File: src/logic/fxp_pkg.sv
package fxp_pkg;

    // Integer and fraction bits of table and tree words
    localparam int N_INT  = 8;
    localparam int N_MANT = 23;

    // Sign bit on top of integer and fraction
    localparam int FXP_W = N_INT + N_MANT + 1;

    // Coefficients carry 32 fraction bits
    localparam int COEFF_BIAS = 32;
    localparam int COEFF_W    = 64;

    // Horner accumulator, wide enough for B-bit sample growth
    localparam int ACC_W = 48;

    // Table entries and adder tree values
    typedef logic signed [FXP_W-1:0] fxp_t;

    // One filter coefficient
    typedef logic signed [COEFF_W-1:0] coeff_t;

    // Accumulator and filter output, same scaling as fxp_t
    typedef logic signed [ACC_W-1:0] acc_t;

endpackage

File: src/logic/da_pkg.sv
package da_pkg;

    import fxp_pkg::*;

    // Shift from coefficient scaling down to one bit below fxp_t LSB
    localparam int ROUND_SHIFT = COEFF_BIAS - N_MANT - 1;

    // Room for a sum of many 64-bit coefficients
    localparam int CSUM_W = 80;

    typedef logic signed [CSUM_W-1:0] csum_t;

    // Position of a bit plane within its sample
    typedef struct packed {
        logic first;    // sign plane
        logic last;     // LSB plane
    } da_tag_t;

    // Tree output plus the tags that travelled beside it
    typedef struct packed {
        fxp_t value;
        logic first;
        logic last;
        logic valid;
    } da_sum_t;

    // Coefficient-scaled sum to fxp_t, round half up
    function automatic fxp_t round_fxp(csum_t sum);
        csum_t tmp;
        // Keep one guard bit, add half an LSB
        tmp = (sum >>> ROUND_SHIFT) + 1;
        // Drop the guard bit
        tmp = tmp >>> 1;
        return fxp_t'(tmp);
    endfunction

endpackage

File: src/logic/da_accumulator.sv
`timescale 1ns/1ps

module da_accumulator #(
    parameter int                           N_TAPS   = 5,
    parameter int                           LUT_SIZE = 2,
    parameter fxp_pkg::coeff_t [N_TAPS-1:0] COEFFS   = '0
) (
    input  logic            clk,
    input  logic            rst_n,
    input  da_pkg::da_sum_t sum,
    output fxp_pkg::acc_t   y,
    output logic            y_stb
);
    import fxp_pkg::*;
    import da_pkg::*;

    // Sum over tables of minus the all-zero-address entry
    function automatic acc_t calc_offset();
        acc_t  off;
        csum_t s;
        off = '0;
        for (int t = 0; t < N_TAPS; t += LUT_SIZE) begin
            s = '0;
            // Same grouping and rounding as the tables
            for (int k = t; k < t + LUT_SIZE && k < N_TAPS; k++) begin
                s -= csum_t'(coeff_t'(COEFFS[k]));
            end
            off -= acc_t'(round_fxp(s));
        end
        return off;
    endfunction

    localparam acc_t OFFSET = calc_offset();

    acc_t acc;
    acc_t acc_next;
    acc_t value_ext;

    // Horner step, sign plane has negative weight
    always_comb begin
        value_ext = acc_t'(sum.value);
        if (sum.first) begin
            acc_next = -value_ext;
        end else begin
            acc_next = (acc <<< 1) + value_ext;
        end
    end

    always_ff @(posedge clk or negedge rst_n) begin
        if (!rst_n) begin
            acc   <= '0;
            y_stb <= 1'b0;
        end else begin
            if (sum.valid) begin
                acc <= acc_next;
            end
            y_stb <= sum.valid && sum.last;
        end
    end

    // Offset binary back to two's complement
    always_ff @(posedge clk) begin
        if (sum.valid && sum.last) begin
            y <= (acc_next - OFFSET) >>> 1;
        end
    end

    // Tags on an idle cycle point at a broken tag pipeline
    a_last_valid: assert property (@(posedge clk) disable iff (!rst_n)
        sum.last |-> sum.valid);

endmodule

File: src/logic/da_fir.sv
`timescale 1ns/1ps

module da_fir #(
    parameter int                           N_TAPS   = 5,
    parameter int                           SAMPLE_W = 8,
    parameter int                           LUT_SIZE = 2,
    // Element j is the coefficient of tap j
    parameter fxp_pkg::coeff_t [N_TAPS-1:0] COEFFS   = '0
) (
    input  logic                       clk,
    input  logic                       rst_n,
    input  logic signed [SAMPLE_W-1:0] sample,
    input  logic                       sample_stb,
    output logic                       busy,
    output fxp_pkg::acc_t              y,
    output logic                       y_stb
);
    import da_pkg::*;

    logic [N_TAPS-1:0] plane;
    logic              plane_valid;
    da_tag_t           plane_tag;
    da_sum_t           sum;

    // Producer, bit planes sign first
    da_tap_shifter #(
        .N_TAPS   (N_TAPS),
        .SAMPLE_W (SAMPLE_W)
    ) u_shifter (
        .clk         (clk),
        .rst_n       (rst_n),
        .sample      (sample),
        .sample_stb  (sample_stb),
        .busy        (busy),
        .plane       (plane),
        .plane_valid (plane_valid),
        .plane_tag   (plane_tag)
    );

    // Table lookup and adder tree
    da_lut_unit #(
        .N_TAPS   (N_TAPS),
        .SAMPLE_W (SAMPLE_W),
        .LUT_SIZE (LUT_SIZE),
        .COEFFS   (COEFFS)
    ) u_lut_unit (
        .clk         (clk),
        .rst_n       (rst_n),
        .plane       (plane),
        .plane_valid (plane_valid),
        .plane_tag   (plane_tag),
        .sum         (sum)
    );

    // Consumer
    da_accumulator #(
        .N_TAPS   (N_TAPS),
        .LUT_SIZE (LUT_SIZE),
        .COEFFS   (COEFFS)
    ) u_acc (
        .clk   (clk),
        .rst_n (rst_n),
        .sum   (sum),
        .y     (y),
        .y_stb (y_stb)
    );

endmodule

File: src/logic/da_lut.sv
`timescale 1ns/1ps

module da_lut #(
    parameter int                         SIZE = 2,
    parameter fxp_pkg::coeff_t [SIZE-1:0] FACT = '0
) (
    input  logic [SIZE-1:0] sel,
    output fxp_pkg::fxp_t   entry
);
    import fxp_pkg::*;
    import da_pkg::*;

    localparam int DEPTH = 2 ** SIZE;

    typedef fxp_t table_t [DEPTH];

    // Entry a = sum of +FACT[j] where a[j] is 1, -FACT[j] where 0
    function automatic table_t build_table();
        table_t tbl;
        csum_t  acc;
        for (int a = 0; a < DEPTH; a++) begin
            acc = '0;
            for (int j = 0; j < SIZE; j++) begin
                if (a[j]) begin
                    acc += csum_t'(coeff_t'(FACT[j]));
                end else begin
                    acc -= csum_t'(coeff_t'(FACT[j]));
                end
            end
            // One rounding per entry, not per coefficient
            tbl[a] = round_fxp(acc);
        end
        return tbl;
    endfunction

    // Fixed at elaboration
    localparam table_t TABLE = build_table();

    // Plain ROM read
    assign entry = TABLE[sel];

endmodule

File: src/logic/da_lut_unit.sv
`timescale 1ns/1ps

module da_lut_unit #(
    parameter int                           N_TAPS   = 5,
    parameter int                           SAMPLE_W = 8,
    parameter int                           LUT_SIZE = 2,
    parameter fxp_pkg::coeff_t [N_TAPS-1:0] COEFFS   = '0
) (
    input  logic              clk,
    input  logic              rst_n,
    input  logic [N_TAPS-1:0] plane,
    input  logic              plane_valid,
    input  da_pkg::da_tag_t   plane_tag,
    output da_pkg::da_sum_t   sum
);
    import fxp_pkg::*;
    import da_pkg::*;

    // Full tables, then one smaller table for leftover taps
    localparam int N_FULL  = N_TAPS / LUT_SIZE;
    localparam int REST    = N_TAPS % LUT_SIZE;
    localparam int N_LUTS  = N_FULL + ((REST > 0) ? 1 : 0);

    // Table register plus one per tree level
    localparam int LUT_LAT = 1 + $clog2(N_LUTS);

    fxp_t               lut_q [N_LUTS];
    fxp_t               tree_out;
    da_tag_t            tag_dly [LUT_LAT];
    logic [LUT_LAT-1:0] valid_dly;

    for (genvar i = 0; i < N_LUTS; i++) begin : g_lut
        localparam int BASE = i * LUT_SIZE;
        // Last table shrinks to the remainder
        localparam int SZ   = (i < N_FULL) ? LUT_SIZE : REST;

        fxp_t entry;

        // Table i sees taps BASE..BASE+SZ-1 and their coefficients
        da_lut #(
            .SIZE (SZ),
            .FACT (COEFFS[BASE +: SZ])
        ) u_lut (
            .sel   (plane[BASE +: SZ]),
            .entry (entry)
        );

        always_ff @(posedge clk) begin
            lut_q[i] <= entry;
        end
    end

    fxp_adder_tree #(
        .N_IN (N_LUTS)
    ) u_tree (
        .clk    (clk),
        .rst_n  (rst_n),
        .in_vec (lut_q),
        .out    (tree_out)
    );

    // Tags and valid ride beside the data, same depth as table plus tree
    always_ff @(posedge clk or negedge rst_n) begin
        if (!rst_n) begin
            for (int k = 0; k < LUT_LAT; k++) begin
                tag_dly[k] <= '0;
            end
            valid_dly <= '0;
        end else begin
            tag_dly[0]   <= plane_tag;
            valid_dly[0] <= plane_valid;
            for (int k = 1; k < LUT_LAT; k++) begin
                tag_dly[k]   <= tag_dly[k-1];
                valid_dly[k] <= valid_dly[k-1];
            end
        end
    end

    always_comb begin
        sum.value = tree_out;
        sum.first = tag_dly[LUT_LAT-1].first;
        sum.last  = tag_dly[LUT_LAT-1].last;
        sum.valid = valid_dly[LUT_LAT-1];
    end

    // Sign and LSB plane coincide only for one-bit samples
    a_tag_excl: assert property (@(posedge clk) disable iff (!rst_n)
        !(sum.first && sum.last) || SAMPLE_W == 1);

endmodule

File: src/logic/da_tap_shifter.sv
`timescale 1ns/1ps

module da_tap_shifter #(
    parameter int N_TAPS   = 5,
    parameter int SAMPLE_W = 8
) (
    input  logic                       clk,
    input  logic                       rst_n,
    input  logic signed [SAMPLE_W-1:0] sample,
    input  logic                       sample_stb,
    output logic                       busy,
    output logic [N_TAPS-1:0]          plane,
    output logic                       plane_valid,
    output da_pkg::da_tag_t            plane_tag
);
    import da_pkg::*;

    localparam int               BIT_W   = (SAMPLE_W > 1) ? $clog2(SAMPLE_W) : 1;
    localparam logic [BIT_W-1:0] MSB_IDX = BIT_W'(SAMPLE_W - 1);

    // Tap 0 holds the newest sample
    logic signed [SAMPLE_W-1:0] taps [N_TAPS];

    // Bit index of the next plane to send
    logic [BIT_W-1:0] bit_idx;
    logic             active;
    logic             accept;
    logic [N_TAPS-1:0] column;
    da_tag_t           tag_next;

    // Free once the LSB plane is next, so the following strobe can overlap it
    assign busy   = active && (bit_idx != '0);
    assign accept = sample_stb && !busy;

    // One bit of every tap at the current index
    always_comb begin
        for (int j = 0; j < N_TAPS; j++) begin
            column[j] = taps[j][bit_idx];
        end
        tag_next.first = (bit_idx == MSB_IDX);
        tag_next.last  = (bit_idx == '0);
    end

    // Delay line
    always_ff @(posedge clk or negedge rst_n) begin
        if (!rst_n) begin
            for (int j = 0; j < N_TAPS; j++) begin
                taps[j] <= '0;
            end
        end else if (accept) begin
            taps[0] <= sample;
            for (int j = 1; j < N_TAPS; j++) begin
                taps[j] <= taps[j-1];
            end
        end
    end

    // Plane counter, MSB down to LSB
    always_ff @(posedge clk or negedge rst_n) begin
        if (!rst_n) begin
            active      <= 1'b0;
            bit_idx     <= '0;
            plane_valid <= 1'b0;
            plane_tag   <= '0;
        end else begin
            plane_valid <= active;
            plane_tag   <= active ? tag_next : '0;
            if (active && bit_idx == '0) begin
                active <= 1'b0;
            end else if (active) begin
                bit_idx <= bit_idx - 1'b1;
            end
            // New sample restarts at the sign plane, even on the LSB cycle
            if (accept) begin
                active  <= 1'b1;
                bit_idx <= MSB_IDX;
            end
        end
    end

    // Column reads the taps before this edge's shift
    always_ff @(posedge clk) begin
        if (active) begin
            plane <= column;
        end
    end

    // LSB plane always closes a run that began with the sign plane
    if (SAMPLE_W > 1) begin : g_run_chk
        a_plane_run: assert property (@(posedge clk) disable iff (!rst_n)
            plane_valid && plane_tag.last |->
                $past(plane_valid && plane_tag.first, SAMPLE_W - 1));
    end

endmodule

File: src/logic/fxp_adder_tree.sv
`timescale 1ns/1ps

module fxp_adder_tree #(
    parameter int N_IN = 2
) (
    input  logic          clk,
    input  logic          rst_n,
    input  fxp_pkg::fxp_t in_vec [N_IN],
    output fxp_pkg::fxp_t out
);
    import fxp_pkg::*;

    localparam int LEVELS   = $clog2(N_IN);
    // At least one row so the array stays legal with a single input
    localparam int REG_ROWS = (LEVELS > 0) ? LEVELS : 1;

    // Live operands at a given level
    function automatic int level_cnt(int lvl);
        int n;
        n = N_IN;
        for (int l = 0; l < lvl; l++) begin
            n = (n + 1) / 2;
        end
        return n;
    endfunction

    // Row 0 is the input vector, row l the output of register row l-1
    fxp_t node  [LEVELS+1][N_IN];
    fxp_t lvl_q [REG_ROWS][N_IN];

    always_comb begin
        node[0] = in_vec;
        for (int l = 1; l <= LEVELS; l++) begin
            node[l] = lvl_q[l-1];
        end
    end

    always_ff @(posedge clk or negedge rst_n) begin
        if (!rst_n) begin
            for (int l = 0; l < REG_ROWS; l++) begin
                for (int k = 0; k < N_IN; k++) begin
                    lvl_q[l][k] <= '0;
                end
            end
        end else begin
            for (int l = 0; l < LEVELS; l++) begin
                // Unused slots hold zero
                for (int k = 0; k < N_IN; k++) begin
                    lvl_q[l][k] <= '0;
                end
                // Neighbouring pairs
                for (int k = 0; k < N_IN / 2; k++) begin
                    if (2 * k + 1 < level_cnt(l)) begin
                        lvl_q[l][k] <= node[l][2*k] + node[l][2*k+1];
                    end
                end
                // Odd one out moves up unchanged
                if (level_cnt(l) % 2 == 1) begin
                    lvl_q[l][level_cnt(l)/2] <= node[l][level_cnt(l)-1];
                end
            end
        end
    end

    // Zero levels leaves the single input combinational
    assign out = node[LEVELS][0];

endmodule

File: config.mk
export PLATFORM = sky130hd
export DESIGN_NAME = da_fir
export DESIGN_NICKNAME = d
export VERILOG_FILES = /design/src/logic/fxp_pkg.sv /design/src/logic/da_pkg.sv /design/src/logic/da_accumulator.sv /design/src/logic/da_fir.sv /design/src/logic/da_lut.sv /design/src/logic/da_lut_unit.sv /design/src/logic/da_tap_shifter.sv /design/src/logic/fxp_adder_tree.sv
export SDC_FILE = /design/constraint.sdc
export NUM_CORES = 1
export LEC_CHECK = 0
export ABC_AREA = 1
export BUFFER_PORTS_ARGS = -buffer_cell sky130_fd_sc_hd__buf_4
export CAP_MARGIN = 40
export CELL_PAD_IN_SITES_DETAIL_PLACEMENT = 0
export CELL_PAD_IN_SITES_GLOBAL_PLACEMENT = 1
export CORE_AREA = 2 2 58 60
export CTS_BUF_LIST = sky130_fd_sc_hd__clkbuf_16
export DETAILED_ROUTE_END_ITERATION = 6
export DIE_AREA = 0 0 60 62
export GPL_TIMING_DRIVEN = 0
export PLACE_DENSITY_LB_ADDON = 0.1
export SLEW_MARGIN = 20
export SYNTH_ARGS = -nofsm -noshare
export SYNTH_HDL_FRONTEND = slang
export SYNTH_SLANG_ARGS = --single-unit
File: constraint.sdc
create_clock -name clk -period 1.5 [get_ports clk]
set_input_delay 0.3 -clock clk [delete_from_list [all_inputs] [get_ports clk]]
set_output_delay 0.3 -clock clk [all_outputs]
set_load 0.05 [all_outputs]
======== Yosys cells after proc, flatten, opt, wreduce, memory -nomap -nowiden ========
Index checks and enable logic that the tools add are counted.
word-level totals
  output and inout bits ................... 50
  memory bits (writable) .................. 0
  memories ................................ 0
  flip-flop bits (word level) ............. 348
  ROM bits ................................ 0
  logic and storage cells ................. 76
  input port bits ......................... 11
  latch bits .............................. 0
operators by class
  mux-type cells .......................... 25
  bitwise gates (word level) .............. 3
  div/mod/pow operators ................... 0
  equality and inequality tests ........... 2
  $add $sub $neg .......................... 5
  order comparisons ....................... 4
  multipliers ............................. 0
  reduce and logical (&&, ||, !) cells .... 10
  shifts and indexed selects .............. 0
operators with widths
  cell                   number
  $mux W32               6
  $bmux W32 S2           2
  $add A32 B32 Y32       2
  $add A48 B32 Y48       1
  $mux W48               1
  $neg A32 Y48           1
  $bmux W1 S3            5
  $mux W3                3
  $mux W1                7
  $ge A3 B3 Y1 const B   2
  $not A2 Y3             2
  $logic_and A1 B1 Y1    4
  $lt A3 B4 Y1 const B   1
  $reduce_bool A2 Y1     2
  $eq A3 B3 Y1 const B   1
  $logic_not A3 Y1       1
  $reduce_bool A3 Y1     1
  $sub A3 B1 Y3 const B  1
  $ge A2 B2 Y1 const B   1
  $mux W2                1
  $ne A2 B1 Y1 const B   1
  $not A1 Y2             1
  $reduce_and A2 Y1      1
  $logic_not A1 Y1       1

======== Longest topological paths before layout ========
Gate-level depths: netlist of run 1.
  depth in word-level cells ............... 6
  mapped depth ............................ 8
  gate-level depth less buffers ........... 8

======== Hierarchy ========
From an unflattened synthesis of run 1, not the netlist that was laid out.
unflattened totals
  cells, all modules ...................... 2985
  area total of the unflattened synthesis .. 21292.9 um^2
by module, submodules not included
  module          area each (um^2)  cells each  instances  seq. area each (um^2)
  da_accumulator  8494.4            1358        1          2612.5
  fxp_adder_tree  7287.0            1113        1          2402.3
  da_tap_shifter  2610.0            307         1          1326.3
  da_lut_unit     2169.6            108         1          2147.1
  da_lut          244.0             33          3          0.0

======== Worst setup path before layout of run 1 ========
Ideal clock, no wire load.
  path kind ............................... reg2reg
  start point ............................. register u_shifter.bit_idx[0]
  end point ............................... register u_shifter.bit_idx[1]
  cell stages (with the launch flop) ...... 8
  setup time .............................. 0.113 ns
  buffers on the path ..................... 0
  arrival ................................. 1.457 ns
  clock period less this slack ............ 1.571 ns
  path slack .............................. -0.071 ns
  path through ............................ dfrtp_1 > inv_1 > ha_1 > ha_1 > nor2_2 > nand2_1 > nand2_1 > inv_1
between the ends
  cells in the longest elaborated chain, start to end .. 6
  elaborated cells between the ends (all ways) .. 13
ends and longest elaborated chain
  item                                                          line                  RTL
  from (decl)                                                   da_tap_shifter.sv:25  logic [BIT_W-1:0] bit_idx;
  from (signal assigned)                                        da_tap_shifter.sv:71  bit_idx <= bit_idx - 1'b1;
  $reduce_bool A3 Y1 (*)                                        da_tap_shifter.sv:32  assign busy = active && (bit_idx != '0);
  $logic_and A1 B1 Y1 (*)                                       da_tap_shifter.sv:32
  net busy                                                      da_fir.sv:14          output logic busy,
  $logic_not A1 Y1 (*)                                          da_tap_shifter.sv:33  assign accept = sample_stb && !busy;
  $logic_and A1 B1 Y1 (*)                                       da_tap_shifter.sv:33
  $ne A2 B1 Y1 (no line) or $reduce_bool A2 Y1 (tied branches)  -
  $reduce_and A2 Y1 (no line)                                   -
Mark *: on every way through the listed nets, which the timed path passes. The rest lies on a longest branch. The select of a mux whose other input is x is not followed.
A chain may end at the register's enable or synchronous reset.

======== Worst setup path in the final report of run 1 ========
  start point ............................. register u_shifter.bit_idx[0]
  end point ............................... output busy
between the ends
  cells in the longest elaborated chain, start to end .. 2
ends and longest elaborated chain
  item                 line
  $reduce_bool A3 Y1   da_tap_shifter.sv:32
  $logic_and A1 B1 Y1  da_tap_shifter.sv:32
  to (decl)            da_fir.sv:14
Every way passes these cells.

==> results.yml, run 1 <==
outcome:
  outcome: "finished, violations left"
  violations: "negative setup slack"
timing:
  worst_slack_ns: -0.0284
  fmax_mhz: 654
  post-route-period-util_pct: 102
  fin_crit_ns: 1.53
  holdWs_ns: 0.292
  finalHoldViolCount: 0
  setup_violations: 1
  drv_slew: 0
  finalClockSkew_ns: 0.00146
  grt_setup_unrepaired: "yes"
global_route:
  grt_pass1_vias: 368
  track_usage_pct: 5.57
  antenna_found_initial: 0
  grt_first_pass_wirelength_um: 1470
  grt_overflow: 0
  grt_start_max_net_pins: 14
place:
  routabilityCongestion: 0.597
  dp_hpwl_um: 887
  placement.io_buffers: 4
  dp_cells: 185
synthesis:
  synthArstFlopShare_pct: 100
  synth.avg_cell_area_um2: 9.23
  ys_seq_area_share_pct: 40.1
  synthCells: 88
  synth_ff_type: "dfrtp_1"
  synth_area_leaders: "buf_4 44%, dfrtp_1 40%, nand2_1 4.6%"
  synth_top_area_share_pct: 44.4
  synth_area_um2: 812
  synth.most_common_cell: "buf_4"
  synth_cell_types: 10
  yosys-top-cells-count: "48 x buf_4, 13 x dfrtp_1, 10 x nand2_1"
  synth.ff_latch_count: 13
  yosys_warnings: 0
  synth_top_cell_by_area: "buf_4"
  synth_edf_count: 0
power:
  leakagePower_nw: 0.755
  power_mw: 1.83
  ir_drop_v: 0.000667
  power.density_nw_per_um2: 1500
floorplanning:
  num_io_pins: 61
  die_w_um: 60
  core_um2: 3180
  start_util_pct: 25.5
  dieArea_um2: 3720
  fp.dieH_um: 62
  rows: 21
worst_setup_path:
  cp-start-kind: "register"
  worst_ep_arrival_time_ns: 1.23
  r2r-start: "u_shifter.bit_idx[1]"
  cpMostUsedCell: "ha_4"
  crit_buf_inv: 2
  endpoint_kind: "output pin"
  crit_type: "register to output pin"
  rr_worst_depth: 9
  critPathSlowestCell: "dfrtp_1"
  crit_family: "flip-flops"
  cp_slowest_stage_delay_ns: 0.35
  worst-path-stages: 5
  cp_max_fo: 2
  worstReg2RegEnd: "u_shifter.bit_idx[0]"
  reg2reg_slack_ns: 0.25
  cp.required_ns: 1.20
  path_cells: "inv_2 > ha_4 > ha_4 > nor2_4 > buf_6"
  startpoint: "u_shifter.bit_idx[0]"
min_path:
  hp-start: "sample_stb"
  min_path_type: "input pin to register"
  holdPathEnd: "u_shifter.active"
  hold_depth: 3
detailed_routing:
  wire_per_inst_um: 5.45
  viasPerCell: 2.79
  firstDrtPassIters: 4
  routed-wl-met3_um: 96
  drt_iter0_drc: 8
  wl_met2_um: 557
  wl_met1_um: 393
  postRouteAntennaNets: 0
  vias: 536
  routed_wl_um: 1050
  maxUsedRoutingLayer: "met3"
  drc: 0
clock_network:
  cts_buffers: 3
  cts_max_path_buffers: 2
  htreeDepth: 1
  worstSkewPairLatency_ns: 0.24
  path_clk_slew_ns: 0.04
  cts_tree: "built"
  cts.sinks: 13
  cts_root_buf: "clkbuf_16"
flow_run:
  cap_violations: 0
layout:
  layoutNonFillerInstCount: 192
  nets: 160
  drive_above_1_share_pct: 44.5
  areaGrowthSynthToFinish_pct: 49.5
  diodes: 0
## per-layer routing
layer	vias up	GRT usage, %
met5	-	0
met4	0	1.90
met3	0	3.93
met2	22	9.47
met1	238	5.33
li1	276	-
## cell usage in the layout, fill, tap and decap left out, types with 2 or more instances in the layout
| cell | n |
|---|---|
| buf_4 | 53 |
| clkbuf_16 | 3 |
| conb_1 | 48 |
| dfrtp_1 | 13 |
| ha_4 | 2 |
| inv_1 | 7 |
| inv_2 | 4 |
| nand2_1 | 10 |
| nand3_1 | 2 |
## worst register-to-register path, stage by stage, from the launching register on
cell and delay (ns):
dfrtp_1 0.35, inv_1 0.11, ha_4 0.15, ha_4 0.14
buf_4 0.11, inv_2 0.03, nand2_2 0.08, nand2_1 0.07
nand2_1 0.06, nand2_1 0.04
## power breakdown
group          switching [mW]  internal [mW]  total, mW  leakage [nW]
Sequential             0.0403          0.469      0.510         0.149
Combinational           0.550          0.282      0.833         0.564
Clock                   0.133          0.350      0.483        0.0423
Total                   0.724           1.10       1.83         0.755
## what timing repair did
action | 4_1_cts | 5_1_grt
hold endpoints to repair | 13 | 0
hold buffers | 1 | 0
endpoints found under the setup margin | 1 | 1
pin swaps | 3 | 0
setup buffers | 2 | 0
resized for setup | 6 | 0
cloned | 0 | 0
## area by class of cell
type | count | area, um2
plain buffers | 48 | 360
clock buffers | 3 | 75.1
clock inverters | 1 | 3.75
fillers | 347 | 1970
inverters | 10 | 37.5
multi-input cells | 64 | 295
flip-flops and latches | 13 | 325
well taps | 46 | 57.6
repair buffers | 7 | 58.8
## through the flow
step                      utilization, %  worst slack (ns)  TNS (ns)  area (um2)
after global routing                38.2           -0.0753   -0.0753        1210
after global placement              34.0            0.0257         0        1080
final                               38.2           -0.0284   -0.0284        1210
after CTS                           38.2           -0.0411   -0.0411        1210
after floorplan                        -            0.0979         0         993
after detailed placement            34.0            0.0190         0        1080
## cells by family (layout without fill, tap and decap cells)
| family | after synthesis | after routing | share of synthesized area, % |
|---|---|---|---|
| adder cells (fa/ha/maj) | 2 | 2 | 3.08 |
| flip-flops | 13 | 13 | 40.1 |
| other | 1 | 48 | 0.462 |
| buffers and inverters | 58 | 69 | 49.0 |
| AND/OR/NAND/NOR | 14 | 14 | 7.40 |
## state kept, by name, summed over array words and instances (netlist names)
signal / cells
u_lut_unit.valid_dly: 3
u_shifter.bit_idx: 3
u_lut_unit.tag_dly: 2
u_acc.y_stb: 1
u_lut_unit.sum: 1
u_shifter.active: 1
u_shifter.plane_tag: 1
u_shifter.plane_valid: 1
## worst max path at each step
| stage | endpoint | slack (ns) |
|---|---|---|
| after floorplan | busy | 0.1 |
| after global placement | busy | 0.03 |
| after detailed placement | busy | 0.02 |
| after CTS | busy | -0.04 |
| after global routing | busy | -0.08 |
| final | busy | -0.03 |
Note: power is estimated with default switching activity, not from simulation.
==> run 2, diff against run 1 <==
Settings changed: PLACE_DENSITY_LB_ADDON 0.1 to 0.25, TNS_END_PERCENT set to 10.
==> results.yml, run 2 (synthesized netlist as in run 1, its figures left out) <==
layout:
  drive_above_1_share_pct: 44.9
  largest_registers: "u_lut_unit.valid_dly x3, u_shifter.bit_idx x3, u_lut_unit.tag_dly x2"
  areaGrowthSynthToFinish_pct: 50.8
  layout_commonest_cell: "buf_4"
  mostFrequentLayoutCells: "54 x buf_4, 48 x conb_1, 13 x dfrtp_1, 10 x nand2_1, 7 x inv_1"
  diodes: 0
  nets: 161
  final_cell_area_um2: 1220
place:
  dpl-instance-area_um2: 1080
  dp_hpwl_um: 796
  routabilityCongestion: 0.592
  placement.io_buffers: 4
floorplanning:
  die_w_um: 60
  num_io_pins: 61
  core_um2: 3180
  rows: 21
  dieArea_um2: 3720
  fp.dieH_um: 62
  start_util_pct: 25.5
timing:
  setup_violations: 1
  finalHoldViolCount: 0
  drv_slew: 0
  finalClockSkew_ns: 0.00199
  worst_slack_ns: -0.0409
  grt_setup_unrepaired: "yes"
  fin_crit_ns: 1.54
  fmax_mhz: 649
  post-route-period-util_pct: 103
  setup-tns-final_ns: -0.0409
clock_network:
  path_clk_slew_ns: 0.04
  cts_max_path_buffers: 2
  htreeDepth: 1
  cts.sinks: 13
  cts_buffers: 3
  worstSkewPairLatency_ns: 0.23
  cts_tree: "built"
  cts_root_buf: "clkbuf_16"
outcome:
  violations: "negative setup slack"
  outcome: "finished, violations left"
worst_setup_path:
  cp_slowest_stage_delay_ns: 0.36
  endpoint_kind: "output pin"
  cpMostUsedCell: "ha_4"
  cp_max_fo: 2
  crit_type: "register to output pin"
  worst_ep_arrival_time_ns: 1.24
  path_cells: "inv_2 > ha_4 > ha_4 > nor2_4 > buf_8"
  cp-start-kind: "register"
  cp.required_ns: 1.20
  critPathSlowestCell: "dfrtp_1"
global_route:
  grt_pass1_vias: 347
  grt_first_pass_wirelength_um: 1460
  antenna_found_initial: 0
  grt_start_max_net_pins: 14
  grt_overflow: 0
  track_usage_pct: 5.48
power:
  leakagePower_nw: 0.761
  ir_drop_v: 0.000713
  power.density_nw_per_um2: 1520
detailed_routing:
  drt_iter0_drc: 17
  wire_per_inst_um: 5.13
  routed_wl_um: 990
  vias: 507
  viasPerCell: 2.63
  drc: 0
  firstDrtPassIters: 4
  postRouteAntennaNets: 0
min_path:
  min_path_type: "input pin to register"
flow_run:
  cap_violations: 0
-- run 2: changes by cell type in the layout (fill, tap and decap cells not counted) --
cell	previous run	this run
buf_4	53	54
buf_6	1	0
buf_8	0	1
-- run 2: final timing paths --
path                                               from                 endpoint  slack [ns]  cells past startpoint
worst min register to register  u_lut_unit.valid_dly[1]  u_lut_unit.valid_dly[2]        0.34                      0
worst max register to register     u_shifter.bit_idx[1]     u_shifter.bit_idx[0]        0.24                      9
worst max-delay path               u_shifter.bit_idx[0]                     busy       -0.04                      5
worst min-delay path                         sample_stb         u_shifter.active        0.29                      3
max in group asynchronous                         rst_n    u_lut_unit.tag_dly[4]        0.90                      2
min in group asynchronous                         rst_n   u_shifter.plane_tag[0]        0.44                      2
-- run 2: report_power, final --
part	switching (mW)	internal, mW	leakage [nW]	total (mW)
Clock	0.129	0.350	0.0423	0.479
Sequential	0.0424	0.469	0.149	0.512
Combinational	0.557	0.317	0.570	0.874
Total	0.728	1.14	0.761	1.86
-- run 2: timing repair --
action | CTS | global route
pin swaps | 3 | 0
endpoints found under the hold margin | 13 | 0
hold buffers | 1 | 0
buffers inserted | 3 | 0
gates resized for setup | 6 | 1
cloned | 0 | 0
endpoints found under the setup margin | 1 | 1
-- run 2: per-stage QoR --
stage	cells	setup slack, ns	hold slack [ns]	utilization [%]	total power [mW]
6_report	193	-0.0409	0.290	38.5	1.86
5_1_grt	193	-0.102	0.310	38.5	1.99
3_5_place_dp	185	0.0338	0.151	34.0	1.23
4_1_cts	193	-0.0338	0.285	38.4	1.85
3_3_place_gp	185	0.0354	0.147	34.0	1.23
2_1_floorplan	135	0.0979	0.00441	-	1.15
-- run 2: per-layer routing --
metal,track usage (%),routed length [um],vias up
met4,0.952,0,0
li1,-,-,279
met5,0,0,-
met1,5.20,360,202
met2,9.78,506,26
met3,3.93,123,0
-- run 2: critical path, delay by kind of cell (launching register included) --
family,cells,cell delay [ns]
DFF,1,0.36
adders and majority gates,2,0.32
buffers and inverters,2,0.21
and+or+nand+nor,1,0.10
-- run 2: cell type report --
class                      instances  area, um2
fill                             332       1950
buffer                            48        360
sequential                        13        325
multi-input combinational         64        295
clock buffer                       3       75.1
timing repair buffer               8       70.1
tap                               46       57.6
inverter                          10       37.5
clock inverter                     1       3.75
==> run 3, diff against run 2 <==
Settings changed: CORE_AREA 2 2 58 60 to 2 2 270 272, DIE_AREA 0 0 60 62 to 0 0 272 274, SYNTH_HIERARCHICAL set to 1.
==> results.yml, run 3 <==
place:
  routabilityCongestion: 0.903
  placement.io_buffers: 51
  dp_hpwl_um: 45000
  dp_cells: 3825
  dpl-instance-area_um2: 21600
global_route:
  grt_start_max_net_pins: 93
  grt_first_pass_wirelength_um: 89500
  grt_pass1_vias: 16755
  grt_overflow: 0
  track_usage_pct: 15.4
  antenna_found_initial: 0
timing:
  worst_slack_ns: -0.753
  fin_crit_ns: 2.25
  finalHoldViolCount: 0
  worstMarginPinSlew_ns: 0.778
  grt_setup_unrepaired: "yes"
  setup_violations: 178
  fmax_mhz: 444
  post-route-period-util_pct: 150
  relSlewSlack_pct: 48.1
  finalClockSkew_ns: 0.0250
  drv_slew: 0
worst_setup_path:
  worst_ep_arrival_time_ns: 2.55
  cpMostUsedCell: "nand2_2"
  cp.required_ns: 1.80
  cp-start-kind: "register"
  cp_max_fo: 5
  crit_type: "register to register"
  endpoint_kind: "register"
  cp_slowest_stage_delay_ns: 0.49
  critPathSlowestCell: "dfrtp_2"
  path_cells: "buf_12 > ha_4 > nand2_4 > nor2_4 > inv_2 > nor2_4 > nand2_2 > nor2_2 > nand2_2 > nand3_2 > nand2_2 > nand3_4 > nand2_4"
  crit_buf_inv: 2
  crit_family: "simple AND/OR/NAND/NOR gates"
floorplanning:
  core_um2: 72000
  rows: 99
  dieArea_um2: 74500
  fp.dieH_um: 274
  num_io_pins: 61
  die_w_um: 272
  start_util_pct: 26.5
clock_network:
  cts_tree: "built"
  htreeDepth: 2
  cts_max_path_buffers: 3
  path_clk_slew_ns: 0.06
  cts_buffers: 38
  worstSkewPairLatency_ns: 0.56
  cts.sinks: 303
  cts_root_buf: "clkbuf_16"
min_path:
  min_path_type: "input pin to asynchronous set/reset pin"
layout:
  areaGrowthSynthToFinish_pct: 36.7
  fillCellCount: 7621
  multi_input_area_um2: 12200
  mostFrequentLayoutCells: "837 x nand2_1, 425 x inv_1, 241 x buf_4, 143 x dfrtp_1, 140 x nand2_2"
  layout_commonest_cell: "nand2_1"
  fin_util_pct: 36.2
  layoutNonFillerInstCount: 3971
  drive_above_1_share_pct: 31.2
  diodes: 0
  largest_registers: "u_lut_unit/lut_q x96, u_lut_unit/u_tree/lvl_q x64"
  regArea_um2: 7370
  nets: 3108
  final_cell_area_um2: 26100
  top_register: "u_lut_unit/lut_q"
  largest_reg_flops: 96
detailed_routing:
  routed_wl_um: 57900
  vias: 16736
  firstDrtPassIters: 7
  viasPerCell: 4.21
  postRouteAntennaNets: 0
  drt_iter0_drc: 661
  wire_per_inst_um: 14.6
  drc: 0
synthesis:
  yosys_warnings: 6
  synth.avg_cell_area_um2: 7.02
  synth_area_um2: 19100
  synthCells: 2717
flow_run:
  cap_violations: 0
outcome:
  outcome: "finished, violations left"
  violations: "negative setup slack"
power:
  ir_drop_v: 0.00104
  leakagePower_nw: 13.3
  power.density_nw_per_um2: 2400
==> run 3: cell types whose count changed in the layout (fill, tap and decap cells not counted), sizes merged, moves of 110 or more <==
cell   previous run  this run
dfrtp            13       160
nor2              1       218
ha                2       112
nand3             2       152
inv              11       474
buf              55       276
nand2            11      1037
==> run 3: per-stage QoR <==
stage	TNS [ns]	hold WS, ns	total power, mW	worst slack [ns]
final	-66.39	0.304	62.6	-0.753
after global routing	-86.69	0.324	67.3	-0.834
after CTS	-73.40	0.321	58.7	-0.773
after detailed placement	-113.90	0.320	42.9	-1.32
after global placement	-296.46	0.316	42.6	-1.42
after floorplan	-49.28	0.00441	33.3	-0.456
==> run 3: repair_timing <==
action                                  CTS  global route
gates resized for setup                 412           303
pin swaps                               121           116
hold buffers                              2             0
gates cloned                              0             2
endpoints found under the setup margin  198           197
endpoints found under the hold margin    69             0
setup buffers                            58            32
==> run 3: worst reg2reg max path, stage by stage (launching register included) <==
cell and delay (ns):
dfrtp_2 0.49, buf_12 0.18, ha_4 0.32, nand2_4 0.08, nor2_4 0.15, inv_2 0.08, nor2_4 0.12, nand2_2 0.08
nor2_2 0.12, nand2_2 0.09, nand3_2 0.07, nand2_2 0.06, nand3_4 0.10, nand2_4 0.07
==> run 3: cell type report <==
type	instances	share of cell area, %
clock buffers	38	3.65
inverters	463	6.79
flip-flops and latches	303	28.3
clock inverters	32	0.763
repair buffers	150	4.80
multi-input cells	1886	46.9
plain buffers	140	4.26
well taps	959	4.60
==> run 3: path summary, 6_finish.rpt <==
path	from	endpoint	slack [ns]	cells after the start
max in group asynchronous	rst_n	u_lut_unit/u_tree/lvl_q[188]	0.30	3
setup / recovery	u_lut_unit/u_tree/out[31]	u_acc/y[45]	-0.75	13
hold reg to reg	u_lut_unit/lut_q[5]	u_lut_unit/u_tree/lvl_q[133]	0.32	0
hold / removal	rst_n	u_acc/acc[6]	0.30	2
min in group clk	u_lut_unit/lut_q[5]	u_lut_unit/u_tree/lvl_q[133]	0.32	0
setup reg to reg	u_lut_unit/u_tree/out[31]	u_acc/y[45]	-0.75	13
==> run 3: metal layers <==
metal / track usage [%] / wire (um) / vias up
li1: - / - / 8639
met1: 18.1 / 25200 / 7762
met2: 28.6 / 29200 / 232
met3: 2.04 / 1700 / 103
met4: 5.32 / 1820 / 0
met5: 0 / 0 / -
==> run 3: power breakdown <==
group,internal [mW],switching [mW]
Clock,4.81,3.64
Combinational,16.1,25.1
Sequential,11.2,1.67
Total,32.1,30.4
